[src/cam_pkg.sv]
package cam_pkg;

	// signed Q8.8 fixed point
	typedef logic signed [15:0] coord_t;

	// camera eye position
	typedef struct packed {
		coord_t x;
		coord_t y;
		coord_t z;
	} vector_t;

	// one bit per held key, set on make and cleared on break
	typedef struct packed {
		logic fwd;
		logic back;
		logic left;
		logic right;
		logic up;
		logic down;
		logic render;
	} keys_t;

	// pixel coordinate sent down the pixel path
	typedef struct packed {
		logic [9:0] x;
		logic [9:0] y;
	} pixel_req_t;

	// scan code prefixes
	localparam logic [7:0] BREAK_CODE = 8'hF0;
	localparam logic [7:0] EXT_CODE   = 8'hE0;

	// set 2 scan codes, arrows only valid after EXT_CODE
	localparam logic [7:0] KEY_W     = 8'h1D;
	localparam logic [7:0] KEY_S     = 8'h1B;
	localparam logic [7:0] KEY_A     = 8'h1C;
	localparam logic [7:0] KEY_D     = 8'h23;
	localparam logic [7:0] KEY_UP    = 8'h75;
	localparam logic [7:0] KEY_DOWN  = 8'h72;
	localparam logic [7:0] KEY_SPACE = 8'h29;

endpackage

[src/ps2_rx.sv]
`timescale 1ns/1ps

module ps2_rx #(
	parameter int IDLE_LIMIT = 5000
) (
	input  logic       pkt_rec,
	input  logic       rst,
	input  logic       ps2_clk,
	input  logic       ps2_dat,
	output logic [7:0] scan_code,
	output logic       code_valid,
	output logic       frame_err
);

	localparam int IW = $clog2(IDLE_LIMIT + 1);

	// two-flop synchronizers, clk_s3 is the previous value for edge detect
	logic clk_s1;
	logic clk_s2;
	logic clk_s3;
	logic dat_s1;
	logic dat_s2;

	logic          fall;
	logic [3:0]    bit_cnt;
	logic [IW-1:0] idle_cnt;

	// first ten bits of the frame, start bit ends up in bit 0
	logic [9:0]  shift_reg;
	logic [10:0] frame_w;
	logic        frame_ok;

	assign fall = clk_s3 & ~clk_s2;

	// incoming bit joins the ten already shifted in
	assign frame_w = {dat_s2, shift_reg};

	// start low, odd parity over data and parity bit, stop high
	assign frame_ok = ~frame_w[0] & (^frame_w[9:1]) & frame_w[10];

	always_ff @(posedge pkt_rec) begin
		if (rst) begin
			// lines idle high
			clk_s1 <= 1'b1;
			clk_s2 <= 1'b1;
			clk_s3 <= 1'b1;
			dat_s1 <= 1'b1;
			dat_s2 <= 1'b1;
			bit_cnt <= '0;
			idle_cnt <= '0;
			code_valid <= 1'b0;
			frame_err <= 1'b0;
		end else begin
			clk_s1 <= ps2_clk;
			clk_s2 <= clk_s1;
			clk_s3 <= clk_s2;
			dat_s1 <= ps2_dat;
			dat_s2 <= dat_s1;
			code_valid <= 1'b0;
			frame_err <= 1'b0;
			if (fall) begin
				idle_cnt <= '0;
				if (bit_cnt == 4'd10) begin
					// eleventh bit, check and report
					bit_cnt <= '0;
					if (frame_ok) begin
						code_valid <= 1'b1;
					end else begin
						frame_err <= 1'b1;
					end
				end else begin
					bit_cnt <= bit_cnt + 4'd1;
				end
			end else if (bit_cnt != 4'd0) begin
				// partial frame stalled, drop it quietly
				if (idle_cnt == IW'(IDLE_LIMIT - 1)) begin
					bit_cnt <= '0;
					idle_cnt <= '0;
				end else begin
					idle_cnt <= idle_cnt + 1'b1;
				end
			end
		end
	end

	always_ff @(posedge pkt_rec) begin
		if (fall) begin
			shift_reg <= frame_w[10:1];
		end
		if (fall && bit_cnt == 4'd10) begin
			scan_code <= frame_w[8:1];
		end
	end

endmodule

[src/key_decoder.sv]
`timescale 1ns/1ps

module key_decoder (
	input  logic           pkt_rec,
	input  logic           rst,
	input  logic [7:0]     scan_code,
	input  logic           code_valid,
	output cam_pkg::keys_t keys
);

	import cam_pkg::*;

	// prefixes seen since the last plain code
	logic break_pend;
	logic ext_pend;

	keys_t keys_next;

	// key state after applying the current code
	always_comb begin
		keys_next = keys;
		if (ext_pend) begin
			case (scan_code)
				KEY_UP: begin
					keys_next.up = ~break_pend;
				end
				KEY_DOWN: begin
					keys_next.down = ~break_pend;
				end
				default: begin
				end
			endcase
		end else begin
			case (scan_code)
				KEY_W: begin
					keys_next.fwd = ~break_pend;
				end
				KEY_S: begin
					keys_next.back = ~break_pend;
				end
				KEY_A: begin
					keys_next.left = ~break_pend;
				end
				KEY_D: begin
					keys_next.right = ~break_pend;
				end
				KEY_SPACE: begin
					keys_next.render = ~break_pend;
				end
				default: begin
				end
			endcase
		end
	end

	always_ff @(posedge pkt_rec) begin
		if (rst) begin
			break_pend <= 1'b0;
			ext_pend <= 1'b0;
			keys <= '0;
		end else if (code_valid) begin
			if (scan_code == BREAK_CODE) begin
				break_pend <= 1'b1;
			end else if (scan_code == EXT_CODE) begin
				ext_pend <= 1'b1;
			end else begin
				// any plain code ends the prefix sequence
				break_pend <= 1'b0;
				ext_pend <= 1'b0;
				keys <= keys_next;
			end
		end
	end

endmodule

[src/camera_ctrl.sv]
`timescale 1ns/1ps

module camera_ctrl #(
	parameter cam_pkg::coord_t STEP = 16'sd256
) (
	input  logic             pkt_rec,
	input  logic             rst,
	input  cam_pkg::keys_t   keys,
	input  logic             frame_done,
	output logic             render_frame,
	output cam_pkg::vector_t eye
);

	import cam_pkg::*;

	typedef enum logic [1:0] {
		ST_IDLE,
		ST_UPDATE,
		ST_START,
		ST_BUSY
	} state_t;

	state_t state;

	// keys that triggered this frame
	keys_t key_snap;

	// one axis of the step rule, opposite keys cancel
	function automatic coord_t axis_step(input logic pos, input logic neg);
		coord_t d;
		d = '0;
		if (pos && !neg) begin
			d = STEP;
		end else if (neg && !pos) begin
			d = -STEP;
		end
		return d;
	endfunction

	assign render_frame = (state == ST_START);

	always_ff @(posedge pkt_rec) begin
		if (rst) begin
			state <= ST_IDLE;
			eye <= '0;
		end else begin
			case (state)
				ST_IDLE: begin
					if (|keys) begin
						state <= ST_UPDATE;
					end
				end
				ST_UPDATE: begin
					// adds wrap in two's complement
					eye.x <= eye.x + axis_step(key_snap.right, key_snap.left);
					eye.y <= eye.y + axis_step(key_snap.up, key_snap.down);
					eye.z <= eye.z + axis_step(key_snap.fwd, key_snap.back);
					state <= ST_START;
				end
				ST_START: begin
					state <= ST_BUSY;
				end
				ST_BUSY: begin
					// wait for the scan, one step per frame
					if (frame_done) begin
						state <= ST_IDLE;
					end
				end
				default: begin
					state <= ST_IDLE;
				end
			endcase
		end
	end

	always_ff @(posedge pkt_rec) begin
		if (state == ST_IDLE) begin
			key_snap <= keys;
		end
	end

endmodule

[src/raster_scan.sv]
`timescale 1ns/1ps

module raster_scan #(
	parameter int H_RES = 640,
	parameter int V_RES = 480
) (
	input  logic                pkt_rec,
	input  logic                rst,
	input  logic                render_frame,
	input  logic                pix_stall,
	output cam_pkg::pixel_req_t pix,
	output logic                pix_valid,
	output logic                frame_done
);

	logic       busy;
	logic [9:0] x_cnt;
	logic [9:0] y_cnt;
	logic       last_x;
	logic       last_pix;

	assign last_x = (x_cnt == 10'(H_RES - 1));
	assign last_pix = last_x && (y_cnt == 10'(V_RES - 1));

	// stall holds the position and suppresses valid
	assign pix_valid = busy & ~pix_stall;
	assign pix.x = x_cnt;
	assign pix.y = y_cnt;

	always_ff @(posedge pkt_rec) begin
		if (rst) begin
			busy <= 1'b0;
			x_cnt <= '0;
			y_cnt <= '0;
			frame_done <= 1'b0;
		end else begin
			frame_done <= 1'b0;
			if (!busy) begin
				if (render_frame) begin
					busy <= 1'b1;
					x_cnt <= '0;
					y_cnt <= '0;
				end
			end else if (pix_valid) begin
				if (last_pix) begin
					// done pulses the cycle after the last pixel
					busy <= 1'b0;
					frame_done <= 1'b1;
				end else if (last_x) begin
					x_cnt <= '0;
					y_cnt <= y_cnt + 10'd1;
				end else begin
					x_cnt <= x_cnt + 10'd1;
				end
			end
		end
	end

endmodule

[src/cam_top.sv]
`timescale 1ns/1ps

module cam_top #(
	parameter cam_pkg::coord_t STEP = 16'sd256,
	parameter int H_RES = 640,
	parameter int V_RES = 480,
	// about 100 us of silence at 50 MHz
	parameter int IDLE_LIMIT = 5000
) (
	input  logic                pkt_rec,
	input  logic                rst,
	input  logic                ps2_clk,
	input  logic                ps2_dat,
	input  logic                pix_stall,
	output cam_pkg::keys_t      keys,
	output logic                frame_err,
	output cam_pkg::vector_t    eye,
	output logic                render_frame,
	output cam_pkg::pixel_req_t pix,
	output logic                pix_valid,
	output logic                frame_done
);

	logic [7:0] scan_code;
	logic       code_valid;

	ps2_rx #(
		.IDLE_LIMIT(IDLE_LIMIT)
	) u_rx (
		.pkt_rec(pkt_rec),
		.rst(rst),
		.ps2_clk(ps2_clk),
		.ps2_dat(ps2_dat),
		.scan_code(scan_code),
		.code_valid(code_valid),
		.frame_err(frame_err)
	);

	key_decoder u_dec (
		.pkt_rec(pkt_rec),
		.rst(rst),
		.scan_code(scan_code),
		.code_valid(code_valid),
		.keys(keys)
	);

	camera_ctrl #(
		.STEP(STEP)
	) u_cam (
		.pkt_rec(pkt_rec),
		.rst(rst),
		.keys(keys),
		.frame_done(frame_done),
		.render_frame(render_frame),
		.eye(eye)
	);

	raster_scan #(
		.H_RES(H_RES),
		.V_RES(V_RES)
	) u_scan (
		.pkt_rec(pkt_rec),
		.rst(rst),
		.render_frame(render_frame),
		.pix_stall(pix_stall),
		.pix(pix),
		.pix_valid(pix_valid),
		.frame_done(frame_done)
	);

endmodule

[config.mk]
export PLATFORM = sky130hd
export DESIGN_NAME = cam_top
export DESIGN_NICKNAME = d
export VERILOG_FILES = /design/src/cam_pkg.sv /design/src/ps2_rx.sv /design/src/key_decoder.sv /design/src/camera_ctrl.sv /design/src/raster_scan.sv /design/src/cam_top.sv
export SDC_FILE = /design/constraint.sdc
export NUM_CORES = 1
export LEC_CHECK = 0
export BUFFER_PORTS_ARGS = -buffer_cell sky130_fd_sc_hd__clkbuf_2
export CELL_PAD_IN_SITES_DETAIL_PLACEMENT = 0
export CELL_PAD_IN_SITES_GLOBAL_PLACEMENT = 2
export CORE_MARGIN = 3
export CORE_UTILIZATION = 28
export DETAILED_ROUTE_END_ITERATION = 6
export PLACE_DENSITY = 0.77
export REMOVE_ABC_BUFFERS = 1
export SLEW_MARGIN = 20
export SYNTH_ARGS = -nofsm -noshare
export SYNTH_HDL_FRONTEND = slang
export SYNTH_SLANG_ARGS = --single-unit
export TNS_END_PERCENT = 20
[constraint.sdc]
create_clock -name pkt_rec -period 3.3 [get_ports pkt_rec]
set_clock_uncertainty 0.15 [all_clocks]
set_input_delay 0 -clock pkt_rec [delete_from_list [all_inputs] [get_ports pkt_rec]]
set_output_delay 0 -clock pkt_rec [all_outputs]
set_load 0.02 [all_outputs]
======== Yosys cells after proc, flatten, opt, wreduce, memory -nomap -nowiden ========
Cells that the tools add are included.
storage, ports and cells
  memories kept ........................... 0
  bits in registers ....................... 129
  latch bits .............................. 0
  ROM bits ................................ 0
  memory bits (writable) .................. 0
  bits of input ports ..................... 5
cells by class
  multipliers ............................. 0
  add/subtract/negate cells ............... 7
  divide/modulo/power cells ............... 0
  bitwise gates (word level) .............. 15
  mux-type cells .......................... 39
  shift operators ......................... 0
  eq/ne operators ......................... 22
  reduce and logical (&&, ||, !) cells .... 37
  $lt $le $gt $ge ......................... 0
operator list
  operator                                                                number
  16-bit two-way mux                                                      12
  10-bit two-way mux                                                      9
  16-bit adder                                                            3
  5-bit AND reduction                                                     7
  8-bit by 5-bit equality test with 1-bit output, second input constant   3
  10-bit by 1-bit adder with 10-bit output, second input constant         2
  8-bit by 6-bit equality test with 1-bit output, second input constant   2
  8-bit by 7-bit equality test with 1-bit output, second input constant   2
  8-bit equality test, second input constant                              2
  4-bit two-way mux                                                       4
  13-bit by 1-bit adder with 13-bit output, second input constant         1
  13-bit equality test, second input constant                             1
  13-bit two-way mux                                                      1
  1-bit inverter                                                          11
  10-bit equality test, second input constant                             1
  10-bit by 9-bit equality test with 1-bit output, second input constant  1
  1-bit two-way mux                                                       10
  9-bit parity                                                            1
  1-bit logical AND                                                       8
  2-bit one-hot mux with 4 select lines                                   1
  2-bit AND reduction                                                     4
  7-bit OR reduction                                                      1
  1-bit logical NOT                                                       6
  2-bit by 1-bit != test with 1-bit output, second input constant         3
  other kinds (14)                                                        24

======== Longest topological paths before layout ========
Gate-level depths: netlist (run 1).
  depth in word-level cells ............... 7
  depth in mapped cells ................... 10

======== Cells and area by module ========
Synthesis (run 1) repeated with hierarchy kept, for this count alone.
unflattened totals
  cell total of the unflattened synthesis .. 637
  area, all modules ....................... 5850.6 µm²
by module, submodules not included
  module       seq. area each (µm²)  cells an instance  area an instance (µm²)  instances
  camera_ctrl  700.7                 302                2498.6                  1
  ps2_rx       1021.0                149                1721.7                  1
  raster_scan  440.4                 134                1152.4                  1
  key_decoder  180.2                 52                 478.0                   1

======== Worst setup path after synthesis (run 1) ========
Ideal clock, no wire load.
  kind .................................... register -> register
  start ................................... register u_cam.key_snap[2] (netlist bit)
  end ..................................... register, netlist name u_cam.eye[28]
  stages on the path, launching flop included .. 11
  slack ................................... 0.662 ns
  data arrival time ....................... 2.367 ns
  required time ........................... 3.029 ns
  buffers on the path ..................... 1
  cells stage by stage .................... edfxtp_1 > inv_1 > ha_1 > clkbuf_1 > xor2_1 > ha_1 > a21boi_0 > o22ai_1 > or3_1 > a21oi_1 > mux2_2
between the ends
  longest elaborated chain between the ends .. 7
RTL lines
  item                    RTL line           RTL
  start, declared         camera_ctrl.sv:26  keys_t key_snap;
  start signal, assigned  camera_ctrl.sv:78  key_snap <= keys;
  1-bit logical NOT       camera_ctrl.sv:34  end else if (neg && !pos) begin
  1-bit logical AND       camera_ctrl.sv:34
  16-bit two-way mux      camera_ctrl.sv:34
  16-bit two-way mux (*)  camera_ctrl.sv:32  if (pos && !neg) begin
  16-bit two-way mux (*)  camera_ctrl.sv:47  case (state)
  16-bit two-way mux (*)  camera_ctrl.sv:43  if (rst) begin
  16-bit adder (*)        camera_ctrl.sv:56  eye.y <= eye.y + axis_step(key_snap.up, key_snap.down);
Mark *: on every way between the ends. The rest lies on a longest branch, timed or not. The select of a mux whose other input is x is not followed.
A chain may end at the register's enable or synchronous reset.

======== Final worst setup path (run 1) ========
  start ................................... register u_cam.key_snap[6] (netlist bit)
  end ..................................... register, netlist name u_cam.eye[12]
between the ends
  longest elaborated chain between the ends .. 7
RTL lines
  item                    RTL line           RTL
  1-bit logical NOT       camera_ctrl.sv:34
  1-bit logical AND       camera_ctrl.sv:34
  16-bit two-way mux      camera_ctrl.sv:34
  16-bit two-way mux (*)  camera_ctrl.sv:32
  16-bit two-way mux (*)  camera_ctrl.sv:47
  16-bit two-way mux (*)  camera_ctrl.sv:43
  16-bit adder (*)        camera_ctrl.sv:57  eye.z <= eye.z + axis_step(key_snap.fwd, key_snap.back);
Marked as above.

==> results of run 1 <==
## cell families (layout without fill, tap and decap cells)
kind of cell,count (synthesis),in the layout,synth area share (%)
compound gates,119,119,13.2
buf+inv,80,107,6.74
flops,105,105,40.2
other cells,1,24,0.0644
mux,28,28,5.02
fa+ha+maj,23,23,4.94
xor+xnor,31,31,4.90
simple gates,267,267,24.9
## per-layer routing
metal	up-vias	track usage (%)	wire length (um)	part of all wire [%]
met5	-	0	0	0
met4	0	2.84	150	1.1
met3	16	3.37	555	4.1
met2	96	20.6	6340	47
met1	2327	15.3	6450	48
li1	2396	-	-	-
## report_power, final
part / internal [mW] / total [mW] / switching [mW]
combinational: 0.259 / 0.675 / 0.416
sequential: 1.39 / 1.48 / 0.0916
clock: 0.526 / 1.06 / 0.534
## per-stage QoR
step | setup WS (ps) | cell area, sq um | utilization, % | hold slack [ps] | cells
floorplan | 702 | 5610 | - | -80.9 | 620
global placement | 621 | 6300 | 30.9 | 33.6 | 955
detailed placement | 582 | 6300 | 30.9 | 34.8 | 955
CTS | 572 | 6620 | 32.5 | 159 | 974
global route | 290 | 6620 | 32.5 | 206 | 974
finish | 560 | 6620 | 32.5 | 168 | 974
## repair_timing
item | CTS | global route
hold endpoints to repair | 4 | 0
hold buffers | 3 | 0
endpoints found under the setup margin | 0 | 0
## worst min-delay path by stage
stage             from         endpoint  slack [ps]  cells past startpoint
2_1_floorplan      rst  u_scan.x_cnt[1]         -80                      1
3_3_place_gp   ps2_clk      u_rx.clk_s1          30                      2
3_5_place_dp   ps2_clk      u_rx.clk_s1          30                      2
4_1_cts            rst    u_cam.eye[10]         160                      2
5_1_grt        ps2_clk      u_rx.clk_s1         210                      3
6_report           rst     u_cam.eye[9]         170                      2
## cell type report
cell class	count	area [sq um]	share of cell area (%)
Inverter	23	86.3	1.30
Tap cell	270	338	5.11
Timing Repair Buffer	68	383	5.79
Clock inverter	7	63.8	0.964
Multi-Input combinational cell	492	3180	48.0
Sequential cell	105	2340	35.4
Clock buffer	9	225	3.40
## cells in the final DEF, fill, tap and decap left out, types with 5 or more instances in the layout
cell,netlist,final
edfxtp_1,24,24
nand2b_1,17,17
or2_2,7,7
nand3_1,16,16
a21o_1,5,5
xnor2_1,19,19
o21ai_0,19,19
mux2i_1,18,18
nand3b_1,8,8
buf_4,24,5
a311oi_1,7,7
ha_1,23,23
or3_1,11,11
nor3b_1,9,9
nor3_1,22,22
dfxtp_1,81,81
a21oi_1,39,39
nand4b_1,8,8
inv_1,23,23
o22ai_1,5,5
nor4b_1,5,5
clkbuf_2,0,58
clkbuf_16,0,9
conb_1,1,24
a21boi_0,6,6
nand2_1,33,33
nor2_1,72,72
or4_1,8,8
nand4_1,16,16
mux2_2,10,10
nor2b_1,15,15
xor2_1,11,11
==> reports/metrics.csv, run 1 <==
metric,value,unit
clk_path_buf_depth,2,
synthTopCellsByArea,"dfxtp_1 28%, edfxtp_1 12%, ha_1 4.9%",
num_vias,4835,
ys_ff_latch,105,
syn_inst,654,
p_per_area,486,nW/um^2
synth_edf_count,24,
crit_slowest_cell,ha_1,
clock-sinks,105,
post-cts-setup-buffers,0,
drc_errors,0,
grt_pass1_wl,22300,um
worst_slew_pin_slew,1030,ps
n_antenna_cell,0,
worstPathRequired,3400,ps
synth_top_area_share,27.8,%
clockRootBuffer,clkbuf_16,
synthArstFlopShare,0,%
endpoint,u_cam.eye[12],
worst-setup-path-type,reg2reg,
cap_violations,0,
reg2reg_slack,560,ps
arrival,2840,ps
crit_family,adder cells,
tns,0,ps
final_layout_size_suffix_gt1_share,14.6,%
slew_viol_final,0,
fin_nets,727,
maxSlewHeadroom,31.4,%
power.total,3.22,mW
start_util,28.6,%
yosys_warnings,0,
antenna_found_initial,0,
wl_per_cell,13.9,um
cts_tree,built,
rsz0062_at_grt,no,
leakage,2.46,nW
worstPathCellList,inv_1 -> ha_1 -> xor2_1 -> ha_1 -> or3_1 -> a21oi_1 -> o21ai_0 -> a21oi_1 -> mux2_2,
grt_pass1_vias,4547,
cp_slowest_stage_delay,480,ps
yosysMostFrequentCell,dfxtp_1,
syn_area_per_cell,8.91,sq um
crit_cells,9,
synthToLayoutAreaGrowth,13.5,%
grt_usage,12.1,%
rr_worst_depth,9,
clock_latency,360,ps
grt_max_degree,54,
yosysUniqueCellTypes,58,
largestRegisters,"u_cam.eye (24), u_rx.idle_cnt (13)",
antenna_left,0,
end_kind,register,
gp_congestion,0.776,
synth_common_cells,"81 x dfxtp_1, 72 x nor2_1, 39 x a21oi_1",
die_h,150,um
num-fill-cells,2106,
drtIter0Drc,251,
routed_wl,13500,um
startpoint,u_cam.key_snap[6],
synth.cell_area,5830,sq um
boundaryPins,84,
post_cts_resized,0,
drt-vias-per-instance,4.96,
hold_path_class,in2reg,
cts_buffers,9,
reg2reg_to,u_cam.eye[12],
dpl.hpwl,9550,um
gr-total-overflow,0,
largest_reg_flops,24,
finalHoldViolCount,0,
max_freq,365,MHz
crit_fanout,16,
drt-pass1-iter-count,4,
fin_crit_sh,83.0,%
yosysTopAreaCell,dfxtp_1,
status,finished clean,
htreeDepth,3,
design.die.area,22600,sq um
synth_top_flop_cell,dfxtp_1,
port_buffers,59,
largest_register,u_cam.eye,
path_clk_slew,70,ps
timing.rr.start,u_cam.key_snap[6],
startpoint_type,register,
coreArea,20400,sq um
rows,52,
path_buf_inv,1,
die_x,150,um
period_needed,2740,ps
vdd.ir_drop.worst,0.000231,V
finalSetupViolations,0,
seq_area_frac_synth,40.2,%
Note: power is estimated with default switching activity, not from simulation.
==> inputs of run 2 (changes only) <==
--- a/config.mk
+++ b/config.mk
@@ -11,7 +11,7 @@
 export CORE_MARGIN = 3
 export CORE_UTILIZATION = 28
 export DETAILED_ROUTE_END_ITERATION = 6
-export PLACE_DENSITY = 0.77
+export PLACE_DENSITY = 0.8
 export REMOVE_ABC_BUFFERS = 1
 export SLEW_MARGIN = 20
 export SYNTH_ARGS = -nofsm -noshare
==> constraint.sdc (replaced) <==
create_clock -name pkt_rec -period 2.3 [get_ports pkt_rec]
set_clock_uncertainty 0.15 [all_clocks]
set_input_delay 0 -clock pkt_rec [delete_from_list [all_inputs] [get_ports pkt_rec]]
set_output_delay 0 -clock pkt_rec [all_outputs]
set_load 0.02 [all_outputs]
==> reports/metrics.csv, run 2 (synthesis gave the netlist of run 1 again) <==
metric,value,unit,change
antenna_found_initial,0,,unchanged
num-fill-cells,2093,,-0.62%
startpoint_type,register,,
grt_pass1_vias,4634,,+1.9%
final_layout_size_suffix_gt1_share,29.5,%,+15 points
finalHoldViolCount,0,,unchanged
drt-pass1-iter-count,4,,unchanged
internal_power,3.40,mW,+56%
worst-setup-path-type,reg2reg,,
cap_violations,0,,unchanged
rr_worst_depth,9,,unchanged
clock_latency,360,ps,about the same
final_cell_mix,"80 x dfxtp_1, 72 x nor2_1, 71 x buf_4",,
synthToLayoutAreaGrowth,29.7,%,
status,"complete, but fails checks",,
rsz0062_at_grt,yes,,
leakage,2.91,nW,+18%
clockRootBuffer,clkbuf_16,,
worst_slack,-169,ps,-729 ps
die_h,150,um,unchanged
fin_nets,800,,+10%
boundaryPins,84,,unchanged
p_clk_share,31.7,%,-1.3 points
fin_cells,1047,,+7.5%
hold_path_depth,2,,unchanged
maxSlewHeadroom,40.1,%,+8.7 points
p_sw_share,33.2,%,+0.81 points
period_needed,2470,ps,-271 ps
grt_max_degree,44,,-19%
place_inst,1018,,+6.6%
multiInputGateArea,3510,sq um,+10%
power_frac_seq,41.4,%,-4.6 points
arrival,2570,ps,-270 ps
cts_tree,built,,
final_common_cell,dfxtp_1,,
worstPathRequired,2400,ps,-1000 ps
drt-vias-per-instance,4.75,,-4.4%
fin_crit_sh,107,%,+24 points
wl_per_cell,13.4,um,-3.4%
pwr-share-comb,26.9,%,+5.9 points
largestRegisters,"u_cam.eye (24), u_rx.idle_cnt (13)",,
max_freq,405,MHz,+11%
crit_fanout,3,,-13
largest_reg_flops,24,,unchanged
placed_area,6770,sq um,+7.5%
path_clk_slew,80,ps,about the same
finalSetupViolations,11,,+11
dpl.hpwl,9950,um,+4.2%
cts_buffers,9,,unchanged
routed_wl,14000,um,+3.8%
die_x,150,um,unchanged
hold_path_class,in2reg,,
gr-total-overflow,0,,unchanged
gp_congestion,0.805,,+3.8%
port_buffers,59,,unchanged
grt_pass1_wl,22600,um,+1.5%
coreArea,20400,sq um,unchanged
grt_usage,12.3,%,+0.16 points
p_switching,1.69,mW,+62%
start_util,28.6,%,unchanged
design.die.area,22600,sq um,unchanged
violations,negative setup slack,,
p_per_area,672,nW/um^2,+38%
clk_path_buf_depth,2,,unchanged
area.sequential,2340,sq um,about the same
end_kind,register,,
pre_cts_slack,-214,ps,-795 ps
slew_viol_final,0,,unchanged
num_vias,4969,,+2.8%
largest_register,u_cam.eye,,
vdd.ir_drop.worst,0.000366,V,+59%
power.total,5.08,mW,+58%
worst_slew_pin_slew,899,ps,-131 ps
antenna_left,0,,unchanged
rows,52,,unchanged
n_antenna_cell,0,,unchanged
drc_errors,0,,unchanged
clock-sinks,105,,unchanged
fin_area,7560,sq um,+14%
htreeDepth,3,,unchanged
drtIter0Drc,203,,-19%
[run 2: metal layers]
layer,part of all wire [%],track usage (%),vias up
met5,0,0,-
met1,49,17.0,2336
met2,45,19.2,79
li1,-,-,2541
met4,0.84,2.61,0
met3,4.5,3.40,13
[run 2: path summary, 6_finish.rpt]
path	from	endpoint	slack, ps
max	u_cam.key_snap[4]	u_cam.eye[44]	-170
min	rst	u_cam.eye[8]	110
max reg2reg	u_cam.key_snap[4]	u_cam.eye[44]	-170
min reg2reg	u_rx.clk_s1	u_rx.clk_s2	260
[run 2: through the flow]
step                      hold slack [ps]  setup TNS [ps]  utilization [%]
after global routing                  149           -2280             37.1
after floorplan                     -80.9           -4730                -
final                                 111            -972             37.1
after CTS                            91.0           -1220             35.2
after global placement               37.8            -796             33.2
after detailed placement             35.6           -1320             33.2
[run 2: worst max-delay path: stages, from the launching register on]
cell      delay, ps
edfxtp_1        450
buf_6           150
ha_4            160
xor2_2          180
ha_4            160
or3_4           390
a21oi_4         200
or3_4           160
a21oi_4          50
mux2_4          320
[run 2: cell type report]
| cell class | count | share of cell area, % |
|---|---|---|
| multi-input combinational | 492 | 46.4 |
| inverter | 23 | 1.14 |
| clock buffer | 9 | 2.98 |
| sequential | 105 | 31.0 |
| clock inverter | 7 | 1.24 |
| timing repair buffer | 141 | 12.7 |
| tap | 270 | 4.47 |
[run 2: power groups by stage]
stage / clock network, mW / logic (mW) / registers (mW)
floorplan: 0 / 0.643 / 2.20
global placement: 0 / 1.15 / 2.14
detailed placement: 0 / 1.15 / 2.14
CTS: 1.70 / 1.18 / 2.09
global route: 1.76 / 1.51 / 2.12
finish: 1.61 / 1.37 / 2.10
[run 2: what timing repair did]
item / 4_1_cts / 5_1_grt
hold buffers: 3 / 0
setup endpoints to repair: 12 / 48
setup buffers: 2 / 8
pin swaps: 10 / 23
hold endpoints to repair: 4 / 0
gates resized for setup: 14 / 73
